$ cat src/mipsPkg.sv
// Shared widths, encodings, FSM states and the instruction word layout for the MIPS bus CPU
package mipsPkg;

    localparam int DataWidth = 32;                              // Data and address width
    localparam int RegAddrWidth = 5;                            // 32 general registers
    localparam logic [DataWidth-1:0] ResetVector = 32'hBFC00000; // First fetch address

    // Major opcodes of the kept subset
    typedef enum logic [5:0] {
        OP_SPECIAL = 6'd0,  // R-type decoded by funct
        OP_J       = 6'd2,
        OP_BEQ     = 6'd4,
        OP_BNE     = 6'd5,
        OP_ADDIU   = 6'd9,
        OP_SLTI    = 6'd10,
        OP_SLTIU   = 6'd11,
        OP_ANDI    = 6'd12,
        OP_ORI     = 6'd13,
        OP_XORI    = 6'd14,
        OP_LUI     = 6'd15,
        OP_LW      = 6'd35,
        OP_SW      = 6'd43
    } opcode_t;

    // R-type function codes
    typedef enum logic [5:0] {
        FN_SLL  = 6'd0,
        FN_SRL  = 6'd2,
        FN_SRA  = 6'd3,
        FN_JR   = 6'd8,
        FN_ADDU = 6'd33,
        FN_SUBU = 6'd35,
        FN_AND  = 6'd36,
        FN_OR   = 6'd37,
        FN_XOR  = 6'd38,
        FN_SLT  = 6'd42,
        FN_SLTU = 6'd43
    } funct_t;

    typedef enum logic [1:0] {FETCH, EXEC, MEMORY, HALT} state_t;

    typedef enum logic [3:0] {
        ALU_ADD, ALU_SUB, ALU_AND, ALU_OR, ALU_XOR, ALU_SLT,
        ALU_SLTU, ALU_SLL, ALU_SRL, ALU_SRA, ALU_LUI
    } aluOp_t;

    // One fetched word in three encodings
    typedef union packed {
        struct packed {
            opcode_t                 opcode;
            logic [RegAddrWidth-1:0] rs;
            logic [RegAddrWidth-1:0] rt;
            logic [RegAddrWidth-1:0] rd;
            logic [4:0]              shamt;
            funct_t                  funct;
        } r;
        struct packed {
            opcode_t                 opcode;
            logic [RegAddrWidth-1:0] rs;
            logic [RegAddrWidth-1:0] rt;
            logic [15:0]             immediate;
        } i;
        struct packed {
            opcode_t     opcode;
            logic [25:0] target;   // Word index within the current 256 MB region
        } j;
    } instruction_t;

endpackage

$ cat src/decodeIf.sv
// Decoded instruction fields, driven by the decoder and read by control, PC, ALU, registers and bus
interface decodeIf;
    import mipsPkg::*;

    logic [RegAddrWidth-1:0] rs;
    logic [RegAddrWidth-1:0] rt;
    logic [RegAddrWidth-1:0] destReg;    // rd or rt depending on format
    logic [4:0]              shamt;
    logic [15:0]             immediate;
    logic [25:0]             target;
    aluOp_t                  aluOp;
    logic                    useImmediate; // Operand B from immediate
    logic                    isLoad;
    logic                    isStore;
    logic                    isBranchEq;
    logic                    isBranchNe;
    logic                    isJump;
    logic                    isJumpReg;
    logic                    writesReg;    // Never set for register 0

    modport decoder (output rs, rt, destReg, shamt, immediate, target, aluOp, useImmediate,
                     isLoad, isStore, isBranchEq, isBranchNe, isJump, isJumpReg, writesReg);
    modport consumer (input rs, rt, destReg, shamt, immediate, target, aluOp, useImmediate,
                      isLoad, isStore, isBranchEq, isBranchNe, isJump, isJumpReg, writesReg);
endinterface

$ cat src/alu.sv
// Combinational ALU for arithmetic, logic, shifts, compares and the BEQ/BNE condition
module alu (
    decodeIf.consumer                     dec,
    input  logic [mipsPkg::DataWidth-1:0] rsValue,
    input  logic [mipsPkg::DataWidth-1:0] rtValue,
    output logic [mipsPkg::DataWidth-1:0] result,
    output logic                          branchTaken
);
    import mipsPkg::*;

    logic                 zeroExtend;
    logic [DataWidth-1:0] extImmediate;
    logic [DataWidth-1:0] operandB;

    // ANDI, ORI and XORI take the immediate unsigned
    assign zeroExtend = (dec.aluOp == ALU_AND) || (dec.aluOp == ALU_OR)
        || (dec.aluOp == ALU_XOR);
    assign extImmediate = zeroExtend ? {{(DataWidth-16){1'b0}}, dec.immediate}
                                     : {{(DataWidth-16){dec.immediate[15]}}, dec.immediate};
    assign operandB = dec.useImmediate ? extImmediate : rtValue;

    always_comb begin
        case (dec.aluOp)
            ALU_ADD:  result = rsValue + operandB;
            ALU_SUB:  result = rsValue - operandB;
            ALU_AND:  result = rsValue & operandB;
            ALU_OR:   result = rsValue | operandB;
            ALU_XOR:  result = rsValue ^ operandB;
            ALU_SLT:  result = {{(DataWidth-1){1'b0}}, $signed(rsValue) < $signed(operandB)};
            ALU_SLTU: result = {{(DataWidth-1){1'b0}}, rsValue < operandB};
            ALU_SLL:  result = rtValue << dec.shamt;   // Shifts act on rt
            ALU_SRL:  result = rtValue >> dec.shamt;
            ALU_SRA:  result = $unsigned($signed(rtValue) >>> dec.shamt);
            ALU_LUI:  result = {dec.immediate, 16'b0};
            default:  result = '0;
        endcase
    end

    // Compare raw registers for branches
    assign branchTaken = (dec.isBranchEq && (rsValue == rtValue))
        || (dec.isBranchNe && (rsValue != rtValue));
endmodule

$ cat src/cpuControl.sv
// Fetch, execute, memory and halt FSM that raises the bus, register and PC strobes
module cpuControl (
    input  logic     clk,
    input  logic     reset,
    input  logic     waitrequest,
    input  logic     pcIsZero,
    decodeIf.consumer dec,
    output logic     fetchRead,
    output logic     memRead,
    output logic     memWrite,
    output logic     regWrite,
    output logic     pcAdvance,
    output logic     fetchAccept,
    output logic     memLatch,
    output logic     active
);
    import mipsPkg::*;

    state_t state;
    state_t nextState;
    logic   started;     // Low for the reset cycles so no read leaks out
    logic   memOp;

    assign memOp = dec.isLoad || dec.isStore;

    always_ff @(posedge clk) begin
        if (reset) begin
            state <= FETCH;
            started <= 1'b0;
            active <= 1'b1;
        end else begin
            state <= nextState;
            started <= 1'b1;
            if (state == HALT) begin
                active <= 1'b0;   // One cycle after entering HALT
            end
        end
    end

    always_comb begin
        nextState = state;
        case (state)
            FETCH: begin
                if (started && pcIsZero) begin
                    nextState = HALT;   // Jump to zero ends the program
                end else if (fetchAccept) begin
                    nextState = EXEC;
                end
            end
            EXEC:    nextState = memOp ? MEMORY : FETCH;
            MEMORY:  nextState = waitrequest ? MEMORY : FETCH;
            default: nextState = HALT;  // Only reset leaves
        endcase
    end

    // Bus strobes
    assign fetchRead = (state == FETCH) && started && !pcIsZero;
    assign fetchAccept = fetchRead && !waitrequest;
    assign memRead = (state == MEMORY) && dec.isLoad;
    assign memWrite = (state == MEMORY) && dec.isStore;
    assign memLatch = (state == EXEC) && memOp;   // Capture address and store data

    // ALU results at end of EXEC and load data on the accepted read
    assign regWrite = dec.writesReg
        && (((state == EXEC) && !dec.isLoad) || (memRead && !waitrequest));
    assign pcAdvance = ((state == EXEC) && !memOp) || ((state == MEMORY) && !waitrequest);

    noBusOverlap: assert property (@(posedge clk) disable iff (reset)
        !((fetchRead || memRead) && memWrite));

    haltIsFinal: assert property (@(posedge clk) disable iff (reset)
        (state == HALT) |=> (state == HALT));
endmodule

$ cat src/instructionDecoder.sv
// Instruction register and field decode, loaded on an accepted fetch and held through execution
module instructionDecoder (
    input  logic                          clk,
    input  logic                          reset,
    input  logic [mipsPkg::DataWidth-1:0] readdata,
    input  logic                          fetchAccept,
    decodeIf.decoder                      dec
);
    import mipsPkg::*;

    instruction_t instrReg;
    logic         resultWrite;   // Instruction produces a register result

    always_ff @(posedge clk) begin
        if (reset) begin
            instrReg <= '0;   // SLL r0 so decode stays a no-op
        end else if (fetchAccept) begin
            instrReg <= readdata;
        end
    end

    // Raw fields straight from the union views
    assign dec.rs = instrReg.r.rs;
    assign dec.rt = instrReg.r.rt;
    assign dec.shamt = instrReg.r.shamt;
    assign dec.immediate = instrReg.i.immediate;
    assign dec.target = instrReg.j.target;
    assign dec.useImmediate = (instrReg.r.opcode != OP_SPECIAL);
    assign dec.writesReg = resultWrite && (dec.destReg != '0);

    always_comb begin
        dec.aluOp = ALU_ADD;          // Also address add for LW/SW
        dec.destReg = instrReg.i.rt;  // I-type target
        dec.isLoad = 1'b0;
        dec.isStore = 1'b0;
        dec.isBranchEq = 1'b0;
        dec.isBranchNe = 1'b0;
        dec.isJump = 1'b0;
        dec.isJumpReg = 1'b0;
        resultWrite = 1'b1;
        case (instrReg.r.opcode)
            OP_SPECIAL: begin
                dec.destReg = instrReg.r.rd;
                case (instrReg.r.funct)
                    FN_ADDU: dec.aluOp = ALU_ADD;
                    FN_SUBU: dec.aluOp = ALU_SUB;
                    FN_AND:  dec.aluOp = ALU_AND;
                    FN_OR:   dec.aluOp = ALU_OR;
                    FN_XOR:  dec.aluOp = ALU_XOR;
                    FN_SLT:  dec.aluOp = ALU_SLT;
                    FN_SLTU: dec.aluOp = ALU_SLTU;
                    FN_SLL:  dec.aluOp = ALU_SLL;
                    FN_SRL:  dec.aluOp = ALU_SRL;
                    FN_SRA:  dec.aluOp = ALU_SRA;
                    FN_JR: begin
                        dec.isJumpReg = 1'b1;
                        resultWrite = 1'b0;
                    end
                    default: resultWrite = 1'b0;  // Unknown funct acts as no-op
                endcase
            end
            OP_ADDIU: dec.aluOp = ALU_ADD;
            OP_SLTI:  dec.aluOp = ALU_SLT;
            OP_SLTIU: dec.aluOp = ALU_SLTU;
            OP_ANDI:  dec.aluOp = ALU_AND;
            OP_ORI:   dec.aluOp = ALU_OR;
            OP_XORI:  dec.aluOp = ALU_XOR;
            OP_LUI:   dec.aluOp = ALU_LUI;
            OP_LW:    dec.isLoad = 1'b1;
            OP_SW: begin
                dec.isStore = 1'b1;
                resultWrite = 1'b0;
            end
            OP_BEQ: begin
                dec.isBranchEq = 1'b1;
                resultWrite = 1'b0;
            end
            OP_BNE: begin
                dec.isBranchNe = 1'b1;
                resultWrite = 1'b0;
            end
            OP_J: begin
                dec.isJump = 1'b1;
                resultWrite = 1'b0;
            end
            default: resultWrite = 1'b0;  // Unknown opcode
        endcase
    end
endmodule

$ cat src/memoryAccess.sv
// Avalon master side with address mux, data address and store registers and write-back select
module memoryAccess (
    input  logic                              clk,
    input  logic                              reset,
    input  logic [mipsPkg::DataWidth-1:0]     pc,
    input  logic [mipsPkg::DataWidth-1:0]     aluResult,
    input  logic [mipsPkg::DataWidth-1:0]     rtValue,
    input  logic [mipsPkg::DataWidth-1:0]     readdata,
    input  logic                              memLatch,
    input  logic                              fetchRead,
    input  logic                              memRead,
    input  logic                              memWrite,
    decodeIf.consumer                         dec,
    output logic [mipsPkg::DataWidth-1:0]     address,
    output logic                              read,
    output logic                              write,
    output logic [mipsPkg::DataWidth-1:0]     writedata,
    output logic [mipsPkg::DataWidth/8-1:0]   byteenable,
    output logic [mipsPkg::DataWidth-1:0]     writeBack
);
    import mipsPkg::*;

    logic [DataWidth-1:0] dataAddress;

    always_ff @(posedge clk) begin
        if (reset) begin
            dataAddress <= '0;
            writedata <= '0;
        end else if (memLatch) begin
            dataAddress <= aluResult;  // rs + sign-extended offset
            writedata <= rtValue;
        end
    end

    assign address = fetchRead ? pc : dataAddress;
    assign read = fetchRead || memRead;
    assign write = memWrite;
    assign byteenable = '1;   // Word accesses only
    assign writeBack = dec.isLoad ? readdata : aluResult;

    // Back-to-back request cycles only happen under waitrequest
    requestHeld: assert property (@(posedge clk) disable iff (reset)
        ((fetchRead ##1 fetchRead) or ((memRead || memWrite) ##1 (memRead || memWrite)))
        |-> ($stable(address) && $stable(writedata)));
endmodule

$ cat src/mipsCpuBus.sv
// Top level of the multicycle MIPS CPU, wiring the core blocks to one Avalon master port
module mipsCpuBus (
    input  logic                              clk,
    input  logic                              reset,
    output logic                              active,
    output logic [mipsPkg::DataWidth-1:0]     registerV0,
    output logic [mipsPkg::DataWidth-1:0]     address,
    output logic                              write,
    output logic                              read,
    input  logic                              waitrequest,
    output logic [mipsPkg::DataWidth-1:0]     writedata,
    output logic [mipsPkg::DataWidth/8-1:0]   byteenable,
    input  logic [mipsPkg::DataWidth-1:0]     readdata
);
    import mipsPkg::*;

    // Control strobes
    logic fetchRead;
    logic fetchAccept;
    logic memRead;
    logic memWrite;
    logic memLatch;
    logic regWrite;
    logic pcAdvance;
    logic pcIsZero;
    logic branchTaken;

    // Datapath
    logic [DataWidth-1:0] pc;
    logic [DataWidth-1:0] rsValue;
    logic [DataWidth-1:0] rtValue;
    logic [DataWidth-1:0] aluResult;
    logic [DataWidth-1:0] writeBack;

    decodeIf dec ();

    instructionDecoder decoder0 (.clk(clk), .reset(reset), .readdata(readdata),
        .fetchAccept(fetchAccept), .dec(dec));

    cpuControl control0 (.clk(clk), .reset(reset), .waitrequest(waitrequest),
        .pcIsZero(pcIsZero), .dec(dec), .fetchRead(fetchRead), .memRead(memRead),
        .memWrite(memWrite), .regWrite(regWrite), .pcAdvance(pcAdvance),
        .fetchAccept(fetchAccept), .memLatch(memLatch), .active(active));

    programCounter pc0 (.clk(clk), .reset(reset), .pcAdvance(pcAdvance),
        .branchTaken(branchTaken), .rsValue(rsValue), .dec(dec), .pc(pc),
        .pcIsZero(pcIsZero));

    registerFile regs0 (.clk(clk), .reset(reset), .dec(dec), .regWrite(regWrite),
        .writeData(writeBack), .rsValue(rsValue), .rtValue(rtValue),
        .registerV0(registerV0));

    alu alu0 (.dec(dec), .rsValue(rsValue), .rtValue(rtValue), .result(aluResult),
        .branchTaken(branchTaken));

    memoryAccess mem0 (.clk(clk), .reset(reset), .pc(pc), .aluResult(aluResult),
        .rtValue(rtValue), .readdata(readdata), .memLatch(memLatch),
        .fetchRead(fetchRead), .memRead(memRead), .memWrite(memWrite), .dec(dec),
        .address(address), .read(read), .write(write), .writedata(writedata),
        .byteenable(byteenable), .writeBack(writeBack));
endmodule

$ cat src/programCounter.sv
// Program counter with sequential, branch, jump and jump-register updates plus halt detection
module programCounter (
    input  logic                          clk,
    input  logic                          reset,
    input  logic                          pcAdvance,
    input  logic                          branchTaken,
    input  logic [mipsPkg::DataWidth-1:0] rsValue,
    decodeIf.consumer                     dec,
    output logic [mipsPkg::DataWidth-1:0] pc,
    output logic                          pcIsZero
);
    import mipsPkg::*;

    logic [DataWidth-1:0] pcPlus4;
    logic [DataWidth-1:0] branchTarget;
    logic [DataWidth-1:0] jumpTarget;

    assign pcPlus4 = pc + DataWidth'(4);
    assign branchTarget = pcPlus4 + {{(DataWidth-18){dec.immediate[15]}}, dec.immediate, 2'b00};
    assign jumpTarget = {pcPlus4[DataWidth-1:28], dec.target, 2'b00};  // Same 256 MB region
    assign pcIsZero = (pc == '0);

    always_ff @(posedge clk) begin
        if (reset) begin
            pc <= ResetVector;
        end else if (pcAdvance) begin
            if (dec.isJumpReg) begin
                pc <= rsValue;
            end else if (dec.isJump) begin
                pc <= jumpTarget;
            end else if (branchTaken) begin
                pc <= branchTarget;
            end else begin
                pc <= pcPlus4;   // Also the step after LW/SW
            end
        end
    end
endmodule

$ cat src/registerFile.sv
// General register file with two combinational read ports, one write port and a v0 tap
module registerFile (
    input  logic                          clk,
    input  logic                          reset,
    decodeIf.consumer                     dec,
    input  logic                          regWrite,
    input  logic [mipsPkg::DataWidth-1:0] writeData,
    output logic [mipsPkg::DataWidth-1:0] rsValue,
    output logic [mipsPkg::DataWidth-1:0] rtValue,
    output logic [mipsPkg::DataWidth-1:0] registerV0
);
    import mipsPkg::*;

    logic [DataWidth-1:0] regs [2**RegAddrWidth];

    always_ff @(posedge clk) begin
        if (reset) begin
            for (int i = 0; i < 2**RegAddrWidth; i++) begin
                regs[i] <= '0;
            end
        end else if (regWrite && (dec.destReg != '0)) begin   // r0 is hardwired
            regs[dec.destReg] <= writeData;
        end
    end

    assign rsValue = regs[dec.rs];
    assign rtValue = regs[dec.rt];
    assign registerV0 = regs[2];   // $v0

    zeroRegister: assert property (@(posedge clk) disable iff (reset)
        (dec.rs == '0) |-> (rsValue == '0));
endmodule

$ cat config.mk
export PLATFORM = sky130hd
export DESIGN_NAME = mipsCpuBus
export DESIGN_NICKNAME = d
export VERILOG_FILES = /design/src/mipsPkg.sv /design/src/decodeIf.sv /design/src/alu.sv /design/src/cpuControl.sv /design/src/instructionDecoder.sv /design/src/memoryAccess.sv /design/src/mipsCpuBus.sv /design/src/programCounter.sv /design/src/registerFile.sv
export SDC_FILE = /design/constraint.sdc
export NUM_CORES = 2
export LEC_CHECK = 0
export ABC_AREA = 0
export BUFFER_PORTS_ARGS = -buffer_cell sky130_fd_sc_hd__buf_2
export CAP_MARGIN = 20
export CELL_PAD_IN_SITES_DETAIL_PLACEMENT = 0
export CELL_PAD_IN_SITES_GLOBAL_PLACEMENT = 1
export CORE_MARGIN = 3
export CORE_UTILIZATION = 29
export DETAILED_ROUTE_END_ITERATION = 10
export HOLD_SLACK_MARGIN = 0.1
export PLACE_DENSITY_LB_ADDON = 0.1
export SLEW_MARGIN = 20
export SYNTH_ARGS = -nofsm -noshare
export SYNTH_HDL_FRONTEND = slang
export SYNTH_SLANG_ARGS = --single-unit
$ cat constraint.sdc
create_clock -name clk -period 6.5 [get_ports clk]
set_input_delay 0.65 -clock clk [delete_from_list [all_inputs] [get_ports clk]]
set_output_delay 0.65 -clock clk [all_outputs]
set_load 0.05 [all_outputs]
Yosys cells after proc, flatten, opt, wreduce, memory -nomap -nowiden

Memories as Yosys holds them, arrays and structs flattened. A register that Yosys moved wholly into a read port is not among the register bits.
Index checks and enable logic that the tools add are counted.

Bits of input ports: 35
Bits in writable memories: 1024
Logic and storage cells: 133
Output and inout bits: 103
Register bits: 132
Memories kept: 1

$add $sub $neg: 4
Mux-type cells: 38
Reductions and logical operators: 37
Eq/ne operators: 38
Bitwise logic cells: 3
Shift-type cells: 3
Magnitude comparators: 2

Memories:

| name       | depth | width | rd ports | clocked after Yosys merged registers in | wr ports | RTL line           | RTL |
|---|---|---|---|---|---|---|---|
| regs0.regs | 32    | 32    | 3        | 2                                       | 32       | registerFile.sv:14 | `logic [DataWidth-1:0] regs [2**RegAddrWidth];` |

Operators with widths:

| kind                    | number |
|---|---|
| $pmux W32 S11           | 1 |
| $mux W32                | 8 |
| $add A32 B32 Y32        | 2 |
| $lt A32 B32 Y1          | 2 |
| $eq A6 B6 Y1 const B    | 9 |
| $eq A6 B4 Y1 const B    | 8 |
| $pmux W4 S9             | 1 |
| $add A32 B3 Y32 const B | 1 |
| $and A32 B32 Y32        | 1 |
| $eq A32 B32 Y1          | 1 |
| $logic_not A32 Y1       | 1 |
| $ne A32 B32 Y1          | 1 |
| $or A32 B32 Y32         | 1 |
| $reduce_or A32 Y1       | 1 |
| $shl A32 B5 Y32         | 1 |
| $shr A32 B5 Y32         | 1 |
| $sshr A32 B5 Y32        | 1 |
| $sub A32 B32 Y32        | 1 |
| $xor A32 B32 Y32        | 1 |
| $mux W5                 | 6 |
| $pmux W4 S7             | 1 |
| $eq A6 B2 Y1 const B    | 3 |
| $eq A4 B3 Y1 const B    | 4 |
| $logic_and A1 B1 Y1     | 16 |
| other kinds (20)        | 52 |

Depth between registers and ports, before layout

Depth after elaboration: 12
Mapped depth: 27
Mapped depth without buffers: 22

Hierarchy

From an unflattened synthesis, not the netlist that was laid out.

Cell total of the unflattened synthesis: 7173
Area, all modules: 75638.8 um2

By module, submodules not included:

| module             | sequential area each (um2) | area each (um2) | cells each | instances |
|---|---|---|---|---|
| registerFile       | 30749.5                    | 56132.6         | 4605       | 1 |
| alu                | 0.0                        | 9625.5          | 1423       | 1 |
| programCounter     | 640.6                      | 4335.4          | 597        | 1 |
| memoryAccess       | 1281.2                     | 3190.6          | 285        | 1 |
| instructionDecoder | 640.6                      | 2062.0          | 229        | 1 |
| cpuControl         | 80.1                       | 292.8           | 34         | 1 |

Worst setup path before layout

No wires, ideal clock.

Path kind: flip-flop to flip-flop
Start point: register decoder0.instrReg[29] in the netlist's numbering
End point: memory regs0.regs[16][30], data pin
Data required time: 6231 ps
Stages on the path, launching flop included: 23
Arrival: 6052 ps
Period minus slack after synthesis: 6322 ps
Setup time: 269 ps
Path buffers: 5
Path slack: 178 ps
Cells stage by stage: dfxtp_1 -> clkbuf_1 -> nor4_1 -> nand2_1 -> nor2_1 -> a22oi_1 -> nor4_1 -> clkbuf_1 -> nor3_1 -> clkbuf_1 -> a21oi_1 -> ha_1 -> clkbuf_1 -> or3_1 -> nand2b_1 -> a211oi_1 -> o21ai_0 -> or4_1 -> mux2i_1 -> a221o_1 -> nor2_1 -> clkbuf_1 -> nor3_1

RTL lines:

| item                   | RTL line                 | RTL |
|---|---|---|
| start, declared        | instructionDecoder.sv:11 | `instruction_t instrReg;` |
| start signal, assigned | instructionDecoder.sv:18 | `instrReg <= readdata;` |
| end, declared          | registerFile.sv:14       |  |

==> results_dict.tcl <==
set metrics [dict create \
    path_delay_family "compound AO/OA/AOI/OAI gates" \
    dr_total_vias 61000 \
    drc 0 \
    grt_max_degree 66 \
    status "finished, final reports clean" \
    yosysSeqAreaShare_pct 47.44 \
    ys_ff_latch 1166 \
    post_drt_wl_per_cell_um 40.01 \
    ios 138 \
    cp-start-kind "register" \
    ys.flop_type "edfxtp_1" \
    area_delta_synth_final_pct 20.03 \
    cts_root_buf "clkbuf_16" \
    firstDrtPassIters 6 \
    die_h_um 500.2 \
    cp-end-kind "register" \
    period_share_pct 98.27 \
    cp.required_ns 6.98 \
    viasPerCell 6.010 \
    arrival_ns 6.87 \
    p_leak_nw 30.05 \
    cts_tree "done" \
    rows 180 \
    cts_max_path_buffers 3 \
    r2r_cells 23 \
    dp_slack_ns -0.4574 \
    cts.htree.levels 4 \
    period_minus_slack_ns 6.387 \
    grt_pass1_vias 59890 \
    place.gp.congestion 0.9466 \
    slew_viol_final 0 \
    netlist_area_um2 70810 \
    core_area_um2 241700 \
    clock.fmax_ghz 0.1566 \
    hold_depth 3 \
    nFillCells 24130 \
    die-width_um 500.2 \
    synthDistinctLibCells 96 \
    max-cap-violations 0 \
    grt_overflow 0 \
    slowest_stage "mux4_2" \
    routed_wl_mm 406.1 \
    grt.total_usage_pct 31.68 \
    crit_path_max_fanout 31 \
    final_nets 7019 \
    setup_viol 0 \
    final_area_um2 85000 \
    drive_gt1_share_pct 23.34 \
    placed_area_um2 79940 \
    worst_pin_slew_ns 1.201 \
    total_power_mw 36.54 \
    ant_nets 0 \
    cp.depth 23 \
    cts.clk_slew.worst_paths_ns 0.06 \
    hold_path.class "input pin to register" \
    ir_drop_uv 422.6 \
    relSlewSlack_pct 19.62 \
    worstPathCellList "buf_12, buf_12, buf_12, mux4_2, a22oi_1, nand4_1, buf_4, a21oi_1, buf_4, ha_1, buf_4, inv_1, nand2_1, a211oi_4, o21ai_0, buf_4, o31a_1, o41ai_1, mux2_2, o21ai_0, and3_1, buf_12, nor3_1" \
    crit_type "register to register" \
    rsz0062_at_grt "no" \
    dpl.hpwl_mm 272.4 \
    synth_warnings 0 \
    clkSinkCount 1166 \
    grt_pass1_wl_mm 542.9 \
    skew_ns 0.07137 \
    async_flop_share_pct 0 \
    netlist_instances 6444 \
    die_area_um2 250200 \
    portBuffers 133 \
    setup_ws_ns 0.1128 \
    first_iter_violations 7698 \
    power_density_nw_per_um2 430.0 \
    initial_core_util_pct 29.30 \
    timing.critical_path.buf_inv 9 \
    antenna_found_initial 19 \
    synth_edf_count 1024 \
    insertion_delay_ns 0.85 \
    slowest_delay_ns 0.54 \
    hold_viol_final 0 \
    avgSynthCellArea_um2 10.99 \
    cts_made_buffers 147 \
]
-- state kept, by name (all words and copies together) (netlist names), named ones only --
| signal | cells |
|---|---|
| regs0.regs | 1024 |
| decoder0.instrReg | 32 |
| mem0.dataAddress | 32 |
| mem0.writedata | 32 |
| pc0.pc | 32 |
| control0.state | 2 |
| control0.active | 1 |
| control0.started | 1 |
-- metrics by stage --
step / instances / hold WS, ns / setup TNS [ns] / utilization [%]
CTS: 10140 / 0.1019 / 0 / 35.13
global route: 10140 / 0.1344 / 0 / 35.16
finish: 10150 / 0.1530 / 0 / 35.17
floorplan: 6478 / 0.4329 / 0 / -
detailed placement: 9868 / 0.4529 / -38.64 / 33.08
global placement: 9868 / 0.4434 / -43.68 / 33.08
-- timing repair --
action                     in CTS  in global routing
gates resized for setup        11                 19
setup endpoints to repair     278                275
hold buffers                   10                  0
gates cloned                    0                  0
hold endpoints to repair       10                  0
buffers inserted                3                  1
pin swaps                       0                  2
-- synthesized netlist by cell type, types with 9 or more instances --
cell type / instances / share of area, %
nor2_1: 1199 / 6.4
edfxtp_1: 1024 / 43
mux2i_1: 538 / 7.6
clkbuf_1: 368 / 2.0
mux4_2: 336 / 11
nand2_1: 333 / 1.8
a22oi_1: 292 / 3.1
a21oi_1: 270 / 1.9
nor3_1: 208 / 1.5
o21ai_0: 187 / 1.3
buf_2: 174 / 1.2
nand3_1: 163 / 1.2
dfxtp_1: 142 / 4.0
ha_1: 135 / 2.4
inv_1: 123 / 0.65
xnor2_1: 59 / 0.73
nand4_1: 56 / 0.49
mux2_2: 53 / 0.84
a221oi_1: 50 / 0.62
and3_1: 49 / 0.43
a21o_1: 47 / 0.50
a211oi_1: 42 / 0.45
xor2_1: 39 / 0.48
o211ai_1: 38 / 0.40
buf_4: 34 / 0.36
a22o_1: 32 / 0.40
a31oi_1: 32 / 0.28
buf_1: 31 / 0.16
o22ai_1: 26 / 0.23
nor4_1: 24 / 0.21
nor2b_1: 21 / 0.19
o21bai_1: 21 / 0.22
and2_1: 19 / 0.17
nand2b_1: 17 / 0.15
buf_6: 15 / 0.24
o21a_1: 14 / 0.15
a2111oi_2: 12 / 0.25
o31ai_1: 11 / 0.12
nor3b_1: 10 / 0.11
o221ai_1: 10 / 0.12
mux4_1: 9 / 0.33
or2_2: 9 / 0.080
or3_1: 9 / 0.080
-- cell families after synthesis --
kind of cell	count (synthesis)	synth area share, %
simple gates	2150	13.05
compound gates	1194	11.47
flops	1166	47.44
mux	938	19.52
buf+inv	758	4.824
fa+ha+maj	138	2.470
xor+xnor	98	1.212
other cells	2	0.01061
-- where the power goes --
part	internal [mW]	leakage, nW	total (mW)	switching (mW)
clock network	4.78	2.30	8.36	3.59
logic	6.49	16.0	19.3	12.8
registers	8.48	11.7	8.91	0.432
total	19.7	30.1	36.5	16.8
-- cell type report --
class / count / area [um2] / area share [%]
clock inverter: 61 / 789.5 / 0.9289
timing repair buffer: 852 / 7575 / 8.912
clock buffer: 197 / 3984 / 4.687
sequential: 1166 / 33610 / 39.55
tap: 3185 / 3985 / 4.689
multi-input combinational: 4554 / 34550 / 40.65
inverter: 125 / 469.2 / 0.5520
antenna: 10 / 25.02 / 0.02944
-- cells in the final DEF (no fill, tap or decap), types with 180 or more instances in the layout --
| cell type | count |
|---|---|
| buf_4 | 590 |
| mux4_2 | 336 |
| a21oi_1 | 268 |
| nor3_1 | 203 |
| nor2_1 | 1188 |
| a22oi_1 | 291 |
| mux2i_1 | 531 |
| edfxtp_1 | 1024 |
| o21ai_0 | 180 |
| nand2_1 | 270 |
-- metal layers --
metal | global-route usage [%] | vias up | wire length (um)
li1 | - | 25030 | -
met1 | 40.91 | 31650 | 163100
met2 | 49.79 | 3473 | 183000
met3 | 6.480 | 851 | 33830
met4 | 17.10 | 4 | 26210
met5 | 0 | - | 27
-- worst reg2reg max path, stage by stage, from the launching register on --
cell and delay, ns:
dfxtp_4 0.43, buf_12 0.20, buf_12 0.26, buf_12 0.25, mux4_2 0.55, a22oi_1 0.31, nand4_1 0.24, buf_4 0.31
a21oi_1 0.25, buf_4 0.14, ha_1 0.26, buf_4 0.16, inv_1 0.07, nand2_1 0.21, a211oi_4 0.40, o21ai_0 0.17
buf_4 0.18, o31a_1 0.31, o41ai_1 0.33, mux2_2 0.37, o21ai_0 0.14, and3_1 0.23, buf_12 0.21, nor3_1 0.10
-- final timing paths --
check	startpoint	to	slack (ns)
max	register	regs0.regs[4][31]	0.11
min	readdata[4]	decoder0.instrReg[4]	0.15
max reg2reg	register	regs0.regs[4][31]	0.11
min reg2reg	mem0.dataAddress[27]	mem0.dataAddress[27]	0.46
Note: power is estimated with default switching activity, not from simulation.
